--- config.mk ---
export PLATFORM = sky130hd
export DESIGN_NAME = gcn_top
export DESIGN_NICKNAME = d
export VERILOG_FILES = /design/src/gcn_pkg.sv /design/src/gcn_adj_builder.sv /design/src/gcn_node_agg.sv /design/src/gcn_top.sv /design/src/gcn_wb_regs.sv
export VERILOG_INCLUDE_DIRS = /design/src /design/src/src
export SDC_FILE = /design/constraint.sdc
export NUM_CORES = 1
export LEC_CHECK = 0
export BUFFER_PORTS_ARGS = -buffer_cell sky130_fd_sc_hd__buf_2
export CELL_PAD_IN_SITES_DETAIL_PLACEMENT = 0
export CELL_PAD_IN_SITES_GLOBAL_PLACEMENT = 1
export CORE_MARGIN = 1.5
export CORE_UTILIZATION = 51
export CTS_CLUSTER_SIZE = 10
export DETAILED_ROUTE_END_ITERATION = 8
export PLACE_DENSITY_LB_ADDON = 0.1
export RECOVER_POWER = 100
export SLEW_MARGIN = 20
export SYNTH_ARGS = -nofsm -noshare
export SYNTH_HDL_FRONTEND = slang
export SYNTH_SLANG_ARGS = --single-unit
--- constraint.sdc ---
create_clock -name clk -period 6.5 [get_ports clk]
set_input_delay 1.3 -clock clk [delete_from_list [all_inputs] [get_ports clk]]
set_output_delay 1.3 -clock clk [all_outputs]
set_load 0.05 [all_outputs]
--- src/gcn_settings.svh ---
`ifndef GCN_SETTINGS_SVH
`define GCN_SETTINGS_SVH

// graph size
`define GCN_NODES       6
`define GCN_EDGES       6       // edge slots in coordinate form

// datapath widths
`define GCN_FEAT_W      5
`define GCN_FEAT_COLS   2
`define GCN_SUM_W       8       // six five-bit terms fit
`define GCN_ID_W        3       // id 0 is an empty slot

// wishbone
`define GCN_ADR_W       6       // word address
`define GCN_DAT_W       16

// register map, feature and sum words at base + cols*node + col
`define GCN_REG_CTRL    0
`define GCN_REG_EDGE    8
`define GCN_REG_FEAT    16
`define GCN_REG_SUM     32

`endif

--- src/gcn_pkg.sv ---
`include "gcn_settings.svh"

package gcn_pkg;

    ///////////////////////////////
    // graph data
    ///////////////////////////////
    typedef logic [`GCN_ID_W-1:0]  node_id_t;     // 1..GCN_NODES names a node
    typedef logic [`GCN_NODES-1:0] node_mask_t;   // one adjacency row
    typedef logic [`GCN_FEAT_W-1:0] feat_t;
    typedef logic [`GCN_SUM_W-1:0] agg_sum_t;

    ///////////////////////////////
    // bus
    ///////////////////////////////
    typedef logic [`GCN_ADR_W-1:0] wb_adr_t;
    typedef logic [`GCN_DAT_W-1:0] wb_dat_t;

    // edge walker
    typedef enum logic [1:0] {
        st_idle,
        st_clear,       // zero matrix and sums
        st_walk,        // one edge per cycle
        st_capture      // aggregators load their sums
    } adj_state_t;

endpackage

--- src/gcn_adj_builder.sv ---
`include "gcn_settings.svh"

module gcn_adj_builder
    import gcn_pkg::*;
(
    input  logic       clk,
    input  logic       rst_n,
    input  logic       start,
    input  node_id_t   edge_src [`GCN_EDGES],
    input  node_id_t   edge_dst [`GCN_EDGES],
    output node_mask_t adj_rows [`GCN_NODES],
    output logic       clear,
    output logic       capture,
    output logic       busy
);

    localparam int cnt_w = $clog2(`GCN_EDGES);

    adj_state_t       state_r;
    adj_state_t       state;        // start folds into the clear cycle
    adj_state_t       state_nxt;
    logic [cnt_w-1:0] edge_cnt;
    logic             last_edge;
    node_mask_t       src_bit;
    node_mask_t       dst_bit;

    // ids outside 1..GCN_NODES give an empty mask
    function automatic node_mask_t id_to_bit(node_id_t id);
        node_mask_t m;
        m = '0;
        for (int n = 0; n < `GCN_NODES; n++) begin
            if (id == node_id_t'(n + 1))
                m[n] = 1'b1;
        end
        return m;
    endfunction

    ///////////////////////////////
    // edge walker FSM
    ///////////////////////////////
    always_comb begin
        state = state_r;
        if (state_r == st_idle && start)
            state = st_clear;
    end

    assign last_edge = (edge_cnt == cnt_w'(`GCN_EDGES - 1));

    always_comb begin
        state_nxt = st_idle;
        case (state)
            st_clear:   state_nxt = st_walk;
            st_walk:    state_nxt = last_edge ? st_capture : st_walk;
            default:    state_nxt = st_idle;    // capture and idle
        endcase
    end

    always_ff @(posedge clk or negedge rst_n) begin
        if (!rst_n) begin
            state_r  <= st_idle;
            edge_cnt <= '0;
        end else begin
            state_r <= state_nxt;
            if (state == st_walk)
                edge_cnt <= last_edge ? '0 : edge_cnt + 1'b1;  // back at 0 for the next run
        end
    end

    assign clear   = (state == st_clear);
    assign capture = (state == st_capture);
    assign busy    = (state != st_idle);

    ///////////////////////////////
    // symmetric matrix fill
    ///////////////////////////////

    // an empty mask at either end leaves every row as it is
    assign src_bit = id_to_bit(edge_src[edge_cnt]);
    assign dst_bit = id_to_bit(edge_dst[edge_cnt]);

    always_ff @(posedge clk or negedge rst_n) begin
        if (!rst_n) begin
            for (int n = 0; n < `GCN_NODES; n++)
                adj_rows[n] <= '0;
        end else if (clear) begin
            for (int n = 0; n < `GCN_NODES; n++)
                adj_rows[n] <= '0;
        end else if (state == st_walk) begin
            // OR keeps duplicate edges harmless
            for (int n = 0; n < `GCN_NODES; n++)
                adj_rows[n] <= adj_rows[n] | (src_bit[n] ? dst_bit : '0)
                                           | (dst_bit[n] ? src_bit : '0);
        end
    end

endmodule

--- src/gcn_node_agg.sv ---
`include "gcn_settings.svh"

module gcn_node_agg
    import gcn_pkg::*;
(
    input  logic       clk,
    input  logic       rst_n,
    input  logic       clear,
    input  logic       capture,
    input  node_mask_t adj_row,
    input  feat_t      feats [`GCN_NODES][`GCN_FEAT_COLS],
    output agg_sum_t   sums [`GCN_FEAT_COLS]
);

    agg_sum_t acc [`GCN_FEAT_COLS];

    // masked sum over the neighbours, one per column
    always_comb begin
        for (int c = 0; c < `GCN_FEAT_COLS; c++) begin
            acc[c] = '0;
            for (int n = 0; n < `GCN_NODES; n++) begin
                if (adj_row[n])
                    acc[c] = acc[c] + agg_sum_t'(feats[n][c]);
            end
        end
    end

    always_ff @(posedge clk or negedge rst_n) begin
        if (!rst_n) begin
            for (int c = 0; c < `GCN_FEAT_COLS; c++)
                sums[c] <= '0;
        end else if (clear) begin
            for (int c = 0; c < `GCN_FEAT_COLS; c++)
                sums[c] <= '0;
        end else if (capture) begin
            for (int c = 0; c < `GCN_FEAT_COLS; c++)
                sums[c] <= acc[c];  // row is stable by now
        end
    end

endmodule

--- src/gcn_top.sv ---
`include "gcn_settings.svh"

module gcn_top
    import gcn_pkg::*;
(
    input  logic    clk,
    input  logic    rst_n,
    input  logic    wb_cyc,
    input  logic    wb_stb,
    input  logic    wb_we,
    input  wb_adr_t wb_adr,
    input  wb_dat_t wb_dat_w,
    output wb_dat_t wb_dat_r,
    output logic    wb_ack
);

    logic       start;
    logic       clear;
    logic       capture;
    logic       busy;
    node_id_t   edge_src [`GCN_EDGES];
    node_id_t   edge_dst [`GCN_EDGES];
    feat_t      feats [`GCN_NODES][`GCN_FEAT_COLS];
    node_mask_t adj_rows [`GCN_NODES];
    agg_sum_t   sums [`GCN_NODES][`GCN_FEAT_COLS];

    gcn_wb_regs u_regs (
        .clk      (clk),
        .rst_n    (rst_n),
        .wb_cyc   (wb_cyc),
        .wb_stb   (wb_stb),
        .wb_we    (wb_we),
        .wb_adr   (wb_adr),
        .wb_dat_w (wb_dat_w),
        .wb_dat_r (wb_dat_r),
        .wb_ack   (wb_ack),
        .start    (start),
        .edge_src (edge_src),
        .edge_dst (edge_dst),
        .feats    (feats),
        .busy     (busy),
        .capture  (capture),
        .sums     (sums)
    );

    gcn_adj_builder u_adj (
        .clk      (clk),
        .rst_n    (rst_n),
        .start    (start),
        .edge_src (edge_src),
        .edge_dst (edge_dst),
        .adj_rows (adj_rows),
        .clear    (clear),
        .capture  (capture),
        .busy     (busy)
    );

    // one aggregator per node
    for (genvar g = 0; g < `GCN_NODES; g++) begin : g_node
        gcn_node_agg u_agg (
            .clk     (clk),
            .rst_n   (rst_n),
            .clear   (clear),
            .capture (capture),
            .adj_row (adj_rows[g]),
            .feats   (feats),
            .sums    (sums[g])
        );
    end

endmodule

--- src/gcn_wb_regs.sv ---
`include "gcn_settings.svh"

module gcn_wb_regs
    import gcn_pkg::*;
(
    input  logic     clk,
    input  logic     rst_n,
    input  logic     wb_cyc,
    input  logic     wb_stb,
    input  logic     wb_we,
    input  wb_adr_t  wb_adr,
    input  wb_dat_t  wb_dat_w,
    output wb_dat_t  wb_dat_r,
    output logic     wb_ack,
    output logic     start,
    output node_id_t edge_src [`GCN_EDGES],
    output node_id_t edge_dst [`GCN_EDGES],
    output feat_t    feats [`GCN_NODES][`GCN_FEAT_COLS],
    input  logic     busy,
    input  logic     capture,
    input  agg_sum_t sums [`GCN_NODES][`GCN_FEAT_COLS]
);

    logic    req;       // new access, ack not given yet
    logic    wr;        // write lands on the edge that ends the ack cycle
    logic    ctrl_sel;
    logic    done;
    wb_dat_t rd_data;

    assign req      = wb_cyc & wb_stb & ~wb_ack;
    assign wr       = wb_cyc & wb_stb & wb_we & wb_ack;
    assign ctrl_sel = (wb_adr == wb_adr_t'(`GCN_REG_CTRL));

    ///////////////////////////////
    // handshake, start and status
    ///////////////////////////////
    always_ff @(posedge clk or negedge rst_n) begin
        if (!rst_n) begin
            wb_ack <= 1'b0;
            start  <= 1'b0;
            done   <= 1'b0;
        end else begin
            wb_ack <= req;      // single cycle, never stalls
            start  <= wr & ctrl_sel & wb_dat_w[0] & ~busy;
            if (start)
                done <= 1'b0;
            else if (capture)
                done <= 1'b1;   // sums are loaded on this same edge
        end
    end

    ///////////////////////////////
    // graph registers
    ///////////////////////////////

    // empty slots after reset
    always_ff @(posedge clk or negedge rst_n) begin
        if (!rst_n) begin
            for (int e = 0; e < `GCN_EDGES; e++) begin
                edge_src[e] <= '0;
                edge_dst[e] <= '0;
            end
        end else if (wr && !busy) begin
            for (int e = 0; e < `GCN_EDGES; e++) begin
                if (wb_adr == wb_adr_t'(`GCN_REG_EDGE + e)) begin
                    edge_src[e] <= wb_dat_w[`GCN_ID_W-1:0];
                    edge_dst[e] <= wb_dat_w[4 +: `GCN_ID_W];
                end
            end
        end
    end

    always_ff @(posedge clk) begin
        if (wr && !busy) begin
            for (int n = 0; n < `GCN_NODES; n++) begin
                for (int c = 0; c < `GCN_FEAT_COLS; c++) begin
                    if (wb_adr == wb_adr_t'(`GCN_REG_FEAT + `GCN_FEAT_COLS * n + c))
                        feats[n][c] <= wb_dat_w[`GCN_FEAT_W-1:0];
                end
            end
        end
    end

    ///////////////////////////////
    // read back
    ///////////////////////////////
    always_comb begin
        rd_data = '0;   // unmapped
        if (ctrl_sel)
            rd_data = wb_dat_t'({done, busy});
        for (int e = 0; e < `GCN_EDGES; e++) begin
            if (wb_adr == wb_adr_t'(`GCN_REG_EDGE + e))
                rd_data = wb_dat_t'({edge_dst[e], 1'b0, edge_src[e]});
        end
        for (int n = 0; n < `GCN_NODES; n++) begin
            for (int c = 0; c < `GCN_FEAT_COLS; c++) begin
                if (wb_adr == wb_adr_t'(`GCN_REG_FEAT + `GCN_FEAT_COLS * n + c))
                    rd_data = wb_dat_t'(feats[n][c]);
                if (wb_adr == wb_adr_t'(`GCN_REG_SUM + `GCN_FEAT_COLS * n + c))
                    rd_data = wb_dat_t'(sums[n][c]);   // zero-extended
            end
        end
    end

    // sampled with the request, valid while ack is high
    always_ff @(posedge clk) begin
        if (req)
            wb_dat_r <= rd_data;
    end

endmodule

# ---- Yosys cells after proc, flatten, opt, wreduce, memory -nomap -nowiden
# Cells that the tools add are included.
# Widths: inputs -> output; s select.
dict set report classes {
  n_bitwise 22
  add_sub_neg 61
  n_lt_le_gt_ge 1
  n_eq_ne 46
  n_reduce_logical 28
  n_mux 153
}
# op n
set ops {}
lappend ops {{$mux 8} 83}
lappend ops {{$add 8x5->8} 48}
lappend ops {{$mux 16} 12}
lappend ops {{$add 5x5->6} 12}
lappend ops {{$eq 6x5->1 const B} 12}
lappend ops {{$eq 6x6->1 const B} 12}
lappend ops {{$mux 36} 2}
lappend ops {{$mux 6} 12}
lappend ops {{$or 6x6->6} 12}
lappend ops {{$mux 5} 12}
lappend ops {{$mux 7} 7}
lappend ops {{$eq 6x4->1 const B} 6}
lappend ops {{$reduce_and 2->1} 18}
lappend ops {{$reduce_or 30->1} 1}
lappend ops {{$eq 3x3->1 const B} 7}
lappend ops {{$bmux 3 s3} 2}
lappend ops {{$mux 1} 15}
lappend ops {{$mux 3} 5}
lappend ops {{$eq 3x2->1 const B} 4}
lappend ops {{$reduce_bool 2->1} 4}
lappend ops {{$and 1x1->1} 7}
lappend ops {{$eq 3x1->1 const B} 2}
lappend ops {{$logic_not 6->1} 1}
lappend ops {{$eq 2x2->1 const B} 2}
lappend ops {{10 further kinds} 13}
dict set report word_totals {
  input_bits 27
  ff_bits 252
  out_inout_bits 17
  wordCells 360
}

# ---- Logic depth before layout (Yosys ltp)
dict set report logic_depth {
  word_depth 35
  depth_mapped 30
}

# ---- Cells and area by module
# A second synthesis with hierarchy kept.
dict set report hier_totals {
  hier_cells 3548
  area_unflattened_um2 30614.4
}
# mod n_inst cells_each seq_area_each_um2 area_per_inst_um2
set modules_own_cells {}
lappend modules_own_cells {{gcn_node_agg (g_node[2].u_agg ...)} 2 458 400.4 3744.8}
lappend modules_own_cells {gcn_wb_regs 1 519 3017.9 5808.1}
lappend modules_own_cells {{gcn_node_agg (g_node[1].u_agg)} 1 471 400.4 3873.7}
lappend modules_own_cells {{gcn_node_agg (g_node[0].u_agg)} 1 467 400.4 3769.9}
lappend modules_own_cells {{gcn_node_agg (g_node[4].u_agg)} 1 470 400.4 3721.1}
lappend modules_own_cells {{gcn_node_agg (g_node[5].u_agg)} 1 474 400.4 3704.8}
lappend modules_own_cells {gcn_adj_builder 1 231 1026.0 2247.2}

# ---- Worst setup path before layout
# Ideal clock, no wire load.
dict set report synth_timing {
  kind {flip-flop to flip-flop}
  start {register u_regs.feats[55] (netlist name)}
  end {register g_node[4].u_agg.sums[15] (netlist bit)}
  required_ns 6.371
  path_buffers 0
  period_less_slack_ns 5.330
  slack_ns 1.170
  path_stages_with_launch 28
  setup_time_ns 0.129
  arrival_ns 5.201
  cell_sequence {edfxtp_1 and2_1 ha_1 fa_1 nand2_1 o21ai_0 inv_1 fa_1 nor2b_1 o21a_1 nor2_1 xnor2_1 mux2_2 ha_1 inv_1 a211oi_1 o21ai_0 o21a_1 ha_1 xnor2_1 mux2_2 ha_1 a21boi_0 o21ai_0 nand2b_1 a31o_2 xnor2_1 o21ai_1}
}
dict set report synth_via {
  elab_chain_cells 13
}
# item line_no
set synth_rtl {}
lappend synth_rtl {{$mux 5 (*)} gcn_node_agg.sv:22} ;# if (adj_row[n])
lappend synth_rtl {{$add 5x5->6} gcn_node_agg.sv:23} ;# acc[c] = acc[c] + agg_sum_t'(feats[n][c]);
lappend synth_rtl {{$mux 8 (*)} gcn_node_agg.sv:22}
lappend synth_rtl {{$add 8x5->8} gcn_node_agg.sv:23}
lappend synth_rtl {{$mux 8 (*)} gcn_node_agg.sv:22}
lappend synth_rtl {{$add 8x5->8} gcn_node_agg.sv:23}
lappend synth_rtl {{$mux 8 (*)} gcn_node_agg.sv:22}
lappend synth_rtl {{$add 8x5->8} gcn_node_agg.sv:23}
lappend synth_rtl {{$mux 8 (*)} gcn_node_agg.sv:22}
lappend synth_rtl {{$add 8x5->8} gcn_node_agg.sv:23}
lappend synth_rtl {{$mux 8 (*)} gcn_node_agg.sv:22}
lappend synth_rtl {{$mux 16 (*)} gcn_node_agg.sv:35} ;# end else if (capture) begin
lappend synth_rtl {{$mux 16 (*)} gcn_node_agg.sv:32} ;# end else if (clear) begin
lappend synth_rtl {{end signal, assigned by index} gcn_node_agg.sv:37} ;# sums[c] <= acc[c];
lappend synth_rtl {{end, declared} gcn_node_agg.sv:12} ;# output agg_sum_t sums [`GCN_FEAT_COLS]
# Mark *: on every way between the ends. The rest lies on a longest branch, timed or not. The select of a mux whose other input is x is not followed.
# A chain may end at the register's enable or synchronous reset.

# ---- Final worst setup path
dict set report layout_timing {
  start {register u_regs.feats[50] (netlist name)}
  end {register g_node[2].u_agg.sums[6] (netlist bit)}
}
dict set report layout_via {
  elab_chain_cells 13
}
# item line_no
set layout_rtl {}
lappend layout_rtl {{$mux 5 (*)} gcn_node_agg.sv:22}
lappend layout_rtl {{$add 5x5->6} gcn_node_agg.sv:23}
lappend layout_rtl {{$mux 8 (*)} gcn_node_agg.sv:22}
lappend layout_rtl {{$add 8x5->8} gcn_node_agg.sv:23}
lappend layout_rtl {{$mux 8 (*)} gcn_node_agg.sv:22}
lappend layout_rtl {{$add 8x5->8} gcn_node_agg.sv:23}
lappend layout_rtl {{$mux 8 (*)} gcn_node_agg.sv:22}
lappend layout_rtl {{$add 8x5->8} gcn_node_agg.sv:23}
lappend layout_rtl {{$mux 8 (*)} gcn_node_agg.sv:22}
lappend layout_rtl {{$add 8x5->8} gcn_node_agg.sv:23}
lappend layout_rtl {{$mux 8 (*)} gcn_node_agg.sv:22}
lappend layout_rtl {{$mux 16 (*)} gcn_node_agg.sv:35}
lappend layout_rtl {{$mux 16 (*)} gcn_node_agg.sv:32}
lappend layout_rtl {{end signal, assigned by index} gcn_node_agg.sv:37}
lappend layout_rtl {{end, declared} gcn_node_agg.sv:12}
# Marked as above.

==> metrics.txt <==
synth warn 0; FF-to-FF Start u_regs.feats[50]$_DFFE_PP_; number of global-route vias before repair 24960; slew of the pin with the lowest slew margin between 2 and 3 ns; most frequent cells in the layout sky130_fd_sc_hd__ha_1 (300), sky130_fd_sc_hd__o21ai_0 (275), sky130_fd_sc_hd__nand2_1 (268); setup repair after global routing missed its margin yes; capture endpoint of the worst hold path g_node[4].u_agg.sums[11]$_DFFE_PN0P_; R2R setup slack 0.16 ns; Starting Density between 50% and 60%; switching power summed over all nets approximately 0.87 mW; final count of pins violating max slew around 160; part of the power in combinational logic approximately 4.6%; first-iteration detailed-routing DRC count 2783; async set or reset register ratio after synthesis just over 70%; antenna violation net count after detailed routing 0; Longest Clk Path Bufs 3; internal power consumption 2.551 mW; post-route minimum period between 6 and 7 ns; Clock Sink Count ~240; DR WL met3 between 10000 and 15000 µm; most used cell, CP sky130_fd_sc_hd__o21ai_0; type of element capturing the critical path flip-flop; portion of synthesized cell area occupied by the leading cell type between 15 and 20%; average wire per standard cell 27.93 µm; Sequential Power Share between 40% and 50%; most instantiated flip-flop cell in the synthesis netlist sky130_fd_sc_hd__dfrtp_1; maximum fanout along the worst path 4; Synth Instances about 3300; max-slew headroom at the worst pin -94.47%; most common cell after layout, fill and taps aside sky130_fd_sc_hd__ha_1; count of unresolved DRC violations after routing 0; Power per Cell Area around 110 mW/mm²; data arrival at the endpoint of the critical path between 6 and 7 ns; Leak Pwr 13.56 nW; failing checks max-capacitance violations, max-slew violations; Crit path required time 6.97 ns; run status complete, but fails checks; Crit path largest cell delay between 0.5 and 0.6 ns; R2R cell count 24; initial antenna violation count 6; number of hold violations in the final report 0; GPL Wtd Cong 1.000; clock-pin slew on the worst setup and hold paths 0.06 ns; met2 WL post-DR ~46000 µm; clock share of power 48.4%; level count of the clock H-tree 1; filler-free cell count of the finished design approximately 4000; height of the die 237.1 µm; Worst VDD drop between 0.2 and 0.25 mV; GRT Residual Overflow 0; TritonCTS Buffers 31; crit path max-delay cell type sky130_fd_sc_hd__xnor2_1; number of placement rows 85; full die area 0.05622 mm²; post-synthesis to final-layout area growth 7.820%; vias after detailed routing between 20000 and 30000; detailed placer's ending HPWL 83780 µm; floorplan die width around 240 µm; classification of the worst-slack hold path flip-flop to flip-flop; first-pass GRT wire length about 160000 µm; min-delay src g_node[4].u_agg.sums[11]$_DFFE_PN0P_; number of cells on the worst hold path 2; number of port buffers 26; maximum clock skew at final layout 0.02785 ns; final routed wirelength across all metal layers 112000 µm; placeable core region approximately 0.054 mm²; number of enable-type register cells in the synthesized netlist 68; CP startpoint kind flip-flop; number of optimization iterations in the first detailed-route pass 6; portion of the post-synthesis area used by sequential elements 23.06%; highest attainable clock frequency between 0.15 and 0.2 GHz; worst reg2reg endpoint g_node[2].u_agg.sums[6]$_DFFE_PN0P_; category of the most critical setup path flip-flop to flip-flop; met1 routed wirelength after detailed routing 46100 µm; final total negative setup slack 0 ns; synthesized area divided by synthesized cell count about 8.6 µm²; drt via density 6.667; crit share post-route 97.49%; top cells by area in the synthesized netlist sky130_fd_sc_hd__dfrtp_1 (16%), sky130_fd_sc_hd__ha_1 (13%), sky130_fd_sc_hd__edfxtp_1 (7.3%); later-pin clock latency in the skew report 0.62 ns; number of distinct standard cells referenced by the synthesized netlist 80; number of nets in the final layout approximately 3700; Clock Root Buffer sky130_fd_sc_hd__clkbuf_16; Cell Chain, Critical Path buf_4 -> and2_1 -> ha_1 -> fa_1 -> nand2_1 -> o21ai_0 -> inv_1 -> fa_1 -> xnor2_1 -> mux2_2 -> ha_1 -> nor2b_1 -> o21ai_0 -> nor2b_1 -> xnor2_1 -> mux2_2 -> ha_1 -> o21ai_0 -> a21o_1 -> nor4_1 -> o31ai_1 -> nand3_1 -> xnor2_1 -> o21ai_0; library cell with the largest summed area after synthesis sky130_fd_sc_hd__dfrtp_1; pin count of the biggest net entering global routing 100; Cell Area, Synth ~0.028 mm²; Global Route Usage Sum 39.28%; top-level port count 44; share of total power consumed by net switching about a quarter; synthesized flop and latch total around 240; uppermost layer routed met5; dpl cells around 3900; TritonCTS clock tree built; # Max-Cap Violations 2; Finish-stage setup viols 0; layout cells sized above 1 9.607%
==> kinds of logic after synthesis <==
| kind of cell | share of synthesized area (%) |
|---|---|
| compound gates | 24.93 |
| simple gates | 15.02 |
| fa+ha+maj | 17.73 |
| buf+inv | 4.297 |
| flops | 23.06 |
| mux | 8.447 |
| xor+xnor | 6.500 |
| other cells | 0.01342 |
==> layout make-up <==
class / count / area, µm²
clock buffers: 48 / 879.6
well taps: 696 / 870.8
repair buffers: 115 / 818.3
clock inverters: 7 / 53.80
fillers: 4991 / 23890
inverters: 161 / 604.3
diodes: 2 / 5.005
multi-input cells: 2735 / 20460
flip-flops and latches: 244 / 6446
==> worst max-delay path by stage <==
stage / start / end / slack (ns) / cells past startpoint
2_1_floorplan: u_regs.feats[55]$_DFFE_PP_ / g_node[4].u_agg.sums[15]$_DFFE_PN0P_ / 1.17 / 27
3_3_place_gp: u_regs.feats[50]$_DFFE_PP_ / g_node[2].u_agg.sums[5]$_DFFE_PN0P_ / 0.23 / 24
3_5_place_dp: u_regs.feats[55]$_DFFE_PP_ / g_node[3].u_agg.sums[13]$_DFFE_PN0P_ / 0.1 / 26
4_1_cts: u_regs.feats[55]$_DFFE_PP_ / g_node[3].u_agg.sums[13]$_DFFE_PN0P_ / 0.09 / 26
5_1_grt: u_regs.feats[50]$_DFFE_PP_ / g_node[1].u_agg.sums[6]$_DFFE_PN0P_ / -0.07 / 24
6_report: u_regs.feats[50]$_DFFE_PP_ / g_node[2].u_agg.sums[6]$_DFFE_PN0P_ / 0.16 / 24
==> what timing repair did <==
item,CTS,global route
hold buffers,0,0
resized for setup,0,50
setup endpoints to repair,0,25
buffers inserted,0,20
hold endpoints to repair,0,0
==> flip-flops by register name (all words and copies together), names as in the netlist <==
signal	flops
g_node.u_agg.sums	96
u_adj.adj_rows	36
u_regs.edge_dst	18
u_regs.start	1
u_regs.feats	60
u_regs.wb_dat_r	8
u_regs.wb_ack	1
u_adj.state_r	2
u_adj.edge_cnt	3
u_regs.edge_src	18
u_regs.done	1
==> metal layers <==
metal | GRT usage, % | vias up
li1 | - | 12060
met1 | 53.18 | 13040
met2 | 57.67 | 1319
met3 | 8.976 | 295
met4 | 22.12 | 4
met5 | 0 | -
==> synthesized netlist by cell type, types with 9 or more instances <==
cell type	count
sky130_fd_sc_hd__ha_1	300
sky130_fd_sc_hd__nor3b_1	14
sky130_fd_sc_hd__nor3_1	42
sky130_fd_sc_hd__buf_2	38
sky130_fd_sc_hd__o21ai_0	300
sky130_fd_sc_hd__nor4_1	16
sky130_fd_sc_hd__and3_1	19
sky130_fd_sc_hd__nand2b_1	58
sky130_fd_sc_hd__xor2_1	56
sky130_fd_sc_hd__a22o_1	35
sky130_fd_sc_hd__fa_1	60
sky130_fd_sc_hd__o21a_1	47
sky130_fd_sc_hd__o211ai_1	32
sky130_fd_sc_hd__a31oi_1	14
sky130_fd_sc_hd__o31a_1	9
sky130_fd_sc_hd__and2_1	35
sky130_fd_sc_hd__a22oi_1	26
sky130_fd_sc_hd__buf_4	12
sky130_fd_sc_hd__o22ai_1	42
sky130_fd_sc_hd__nor2b_1	99
sky130_fd_sc_hd__buf_1	12
sky130_fd_sc_hd__a21boi_0	9
sky130_fd_sc_hd__o31ai_1	20
sky130_fd_sc_hd__a221o_1	14
sky130_fd_sc_hd__mux2i_1	75
sky130_fd_sc_hd__clkbuf_1	68
sky130_fd_sc_hd__nor2_1	223
sky130_fd_sc_hd__o21ai_1	20
sky130_fd_sc_hd__nand3_1	67
sky130_fd_sc_hd__mux2_2	127
sky130_fd_sc_hd__inv_1	161
sky130_fd_sc_hd__dfrtp_1	176
sky130_fd_sc_hd__edfxtp_1	68
sky130_fd_sc_hd__a21o_1	120
sky130_fd_sc_hd__xnor2_1	136
sky130_fd_sc_hd__a32o_1	9
sky130_fd_sc_hd__a221oi_1	21
sky130_fd_sc_hd__a211oi_1	70
sky130_fd_sc_hd__nand2_1	269
sky130_fd_sc_hd__a21oi_1	217
sky130_fd_sc_hd__a211o_1	25
==> through the flow <==
stage          hold WS (ns)  total power, mW  setup slack, ns  area (µm²)  utilization, %
2_1_floorplan        0.4447            1.719            1.170       27980               -
3_3_place_gp         0.4714            1.788           0.2295       28940           53.56
3_5_place_dp         0.4713            1.790          0.09875       28940           53.56
4_1_cts              0.4836            3.417          0.09150       29870           55.29
5_1_grt              0.5200            3.480         -0.07148       30130           55.77
6_report             0.4909            3.418           0.1633       30140           55.78
==> worst max-delay path, delay by kind of cell (launching register included) <==
family | cells | cell delay (ns)
and+or+nand+nor | 6 | 0.90
DFF | 1 | 0.43
xor gates and xnor gates | 3 | 0.76
adders and majority gates | 5 | 1.81
muxes | 2 | 0.58
AOI/OAI and AO/OA | 6 | 1.42
buffers and inverters | 2 | 0.31
==> power groups by stage <==
stage          Combinational, mW  Sequential [mW]  Clock (mW)
2_1_floorplan             0.0908             1.63           0
3_3_place_gp               0.153             1.64           0
3_5_place_dp               0.155             1.64           0
4_1_cts                    0.155             1.61        1.65
5_1_grt                    0.166             1.61        1.71
6_report                   0.157             1.61        1.65
Note: power is estimated with default switching activity, not from simulation.
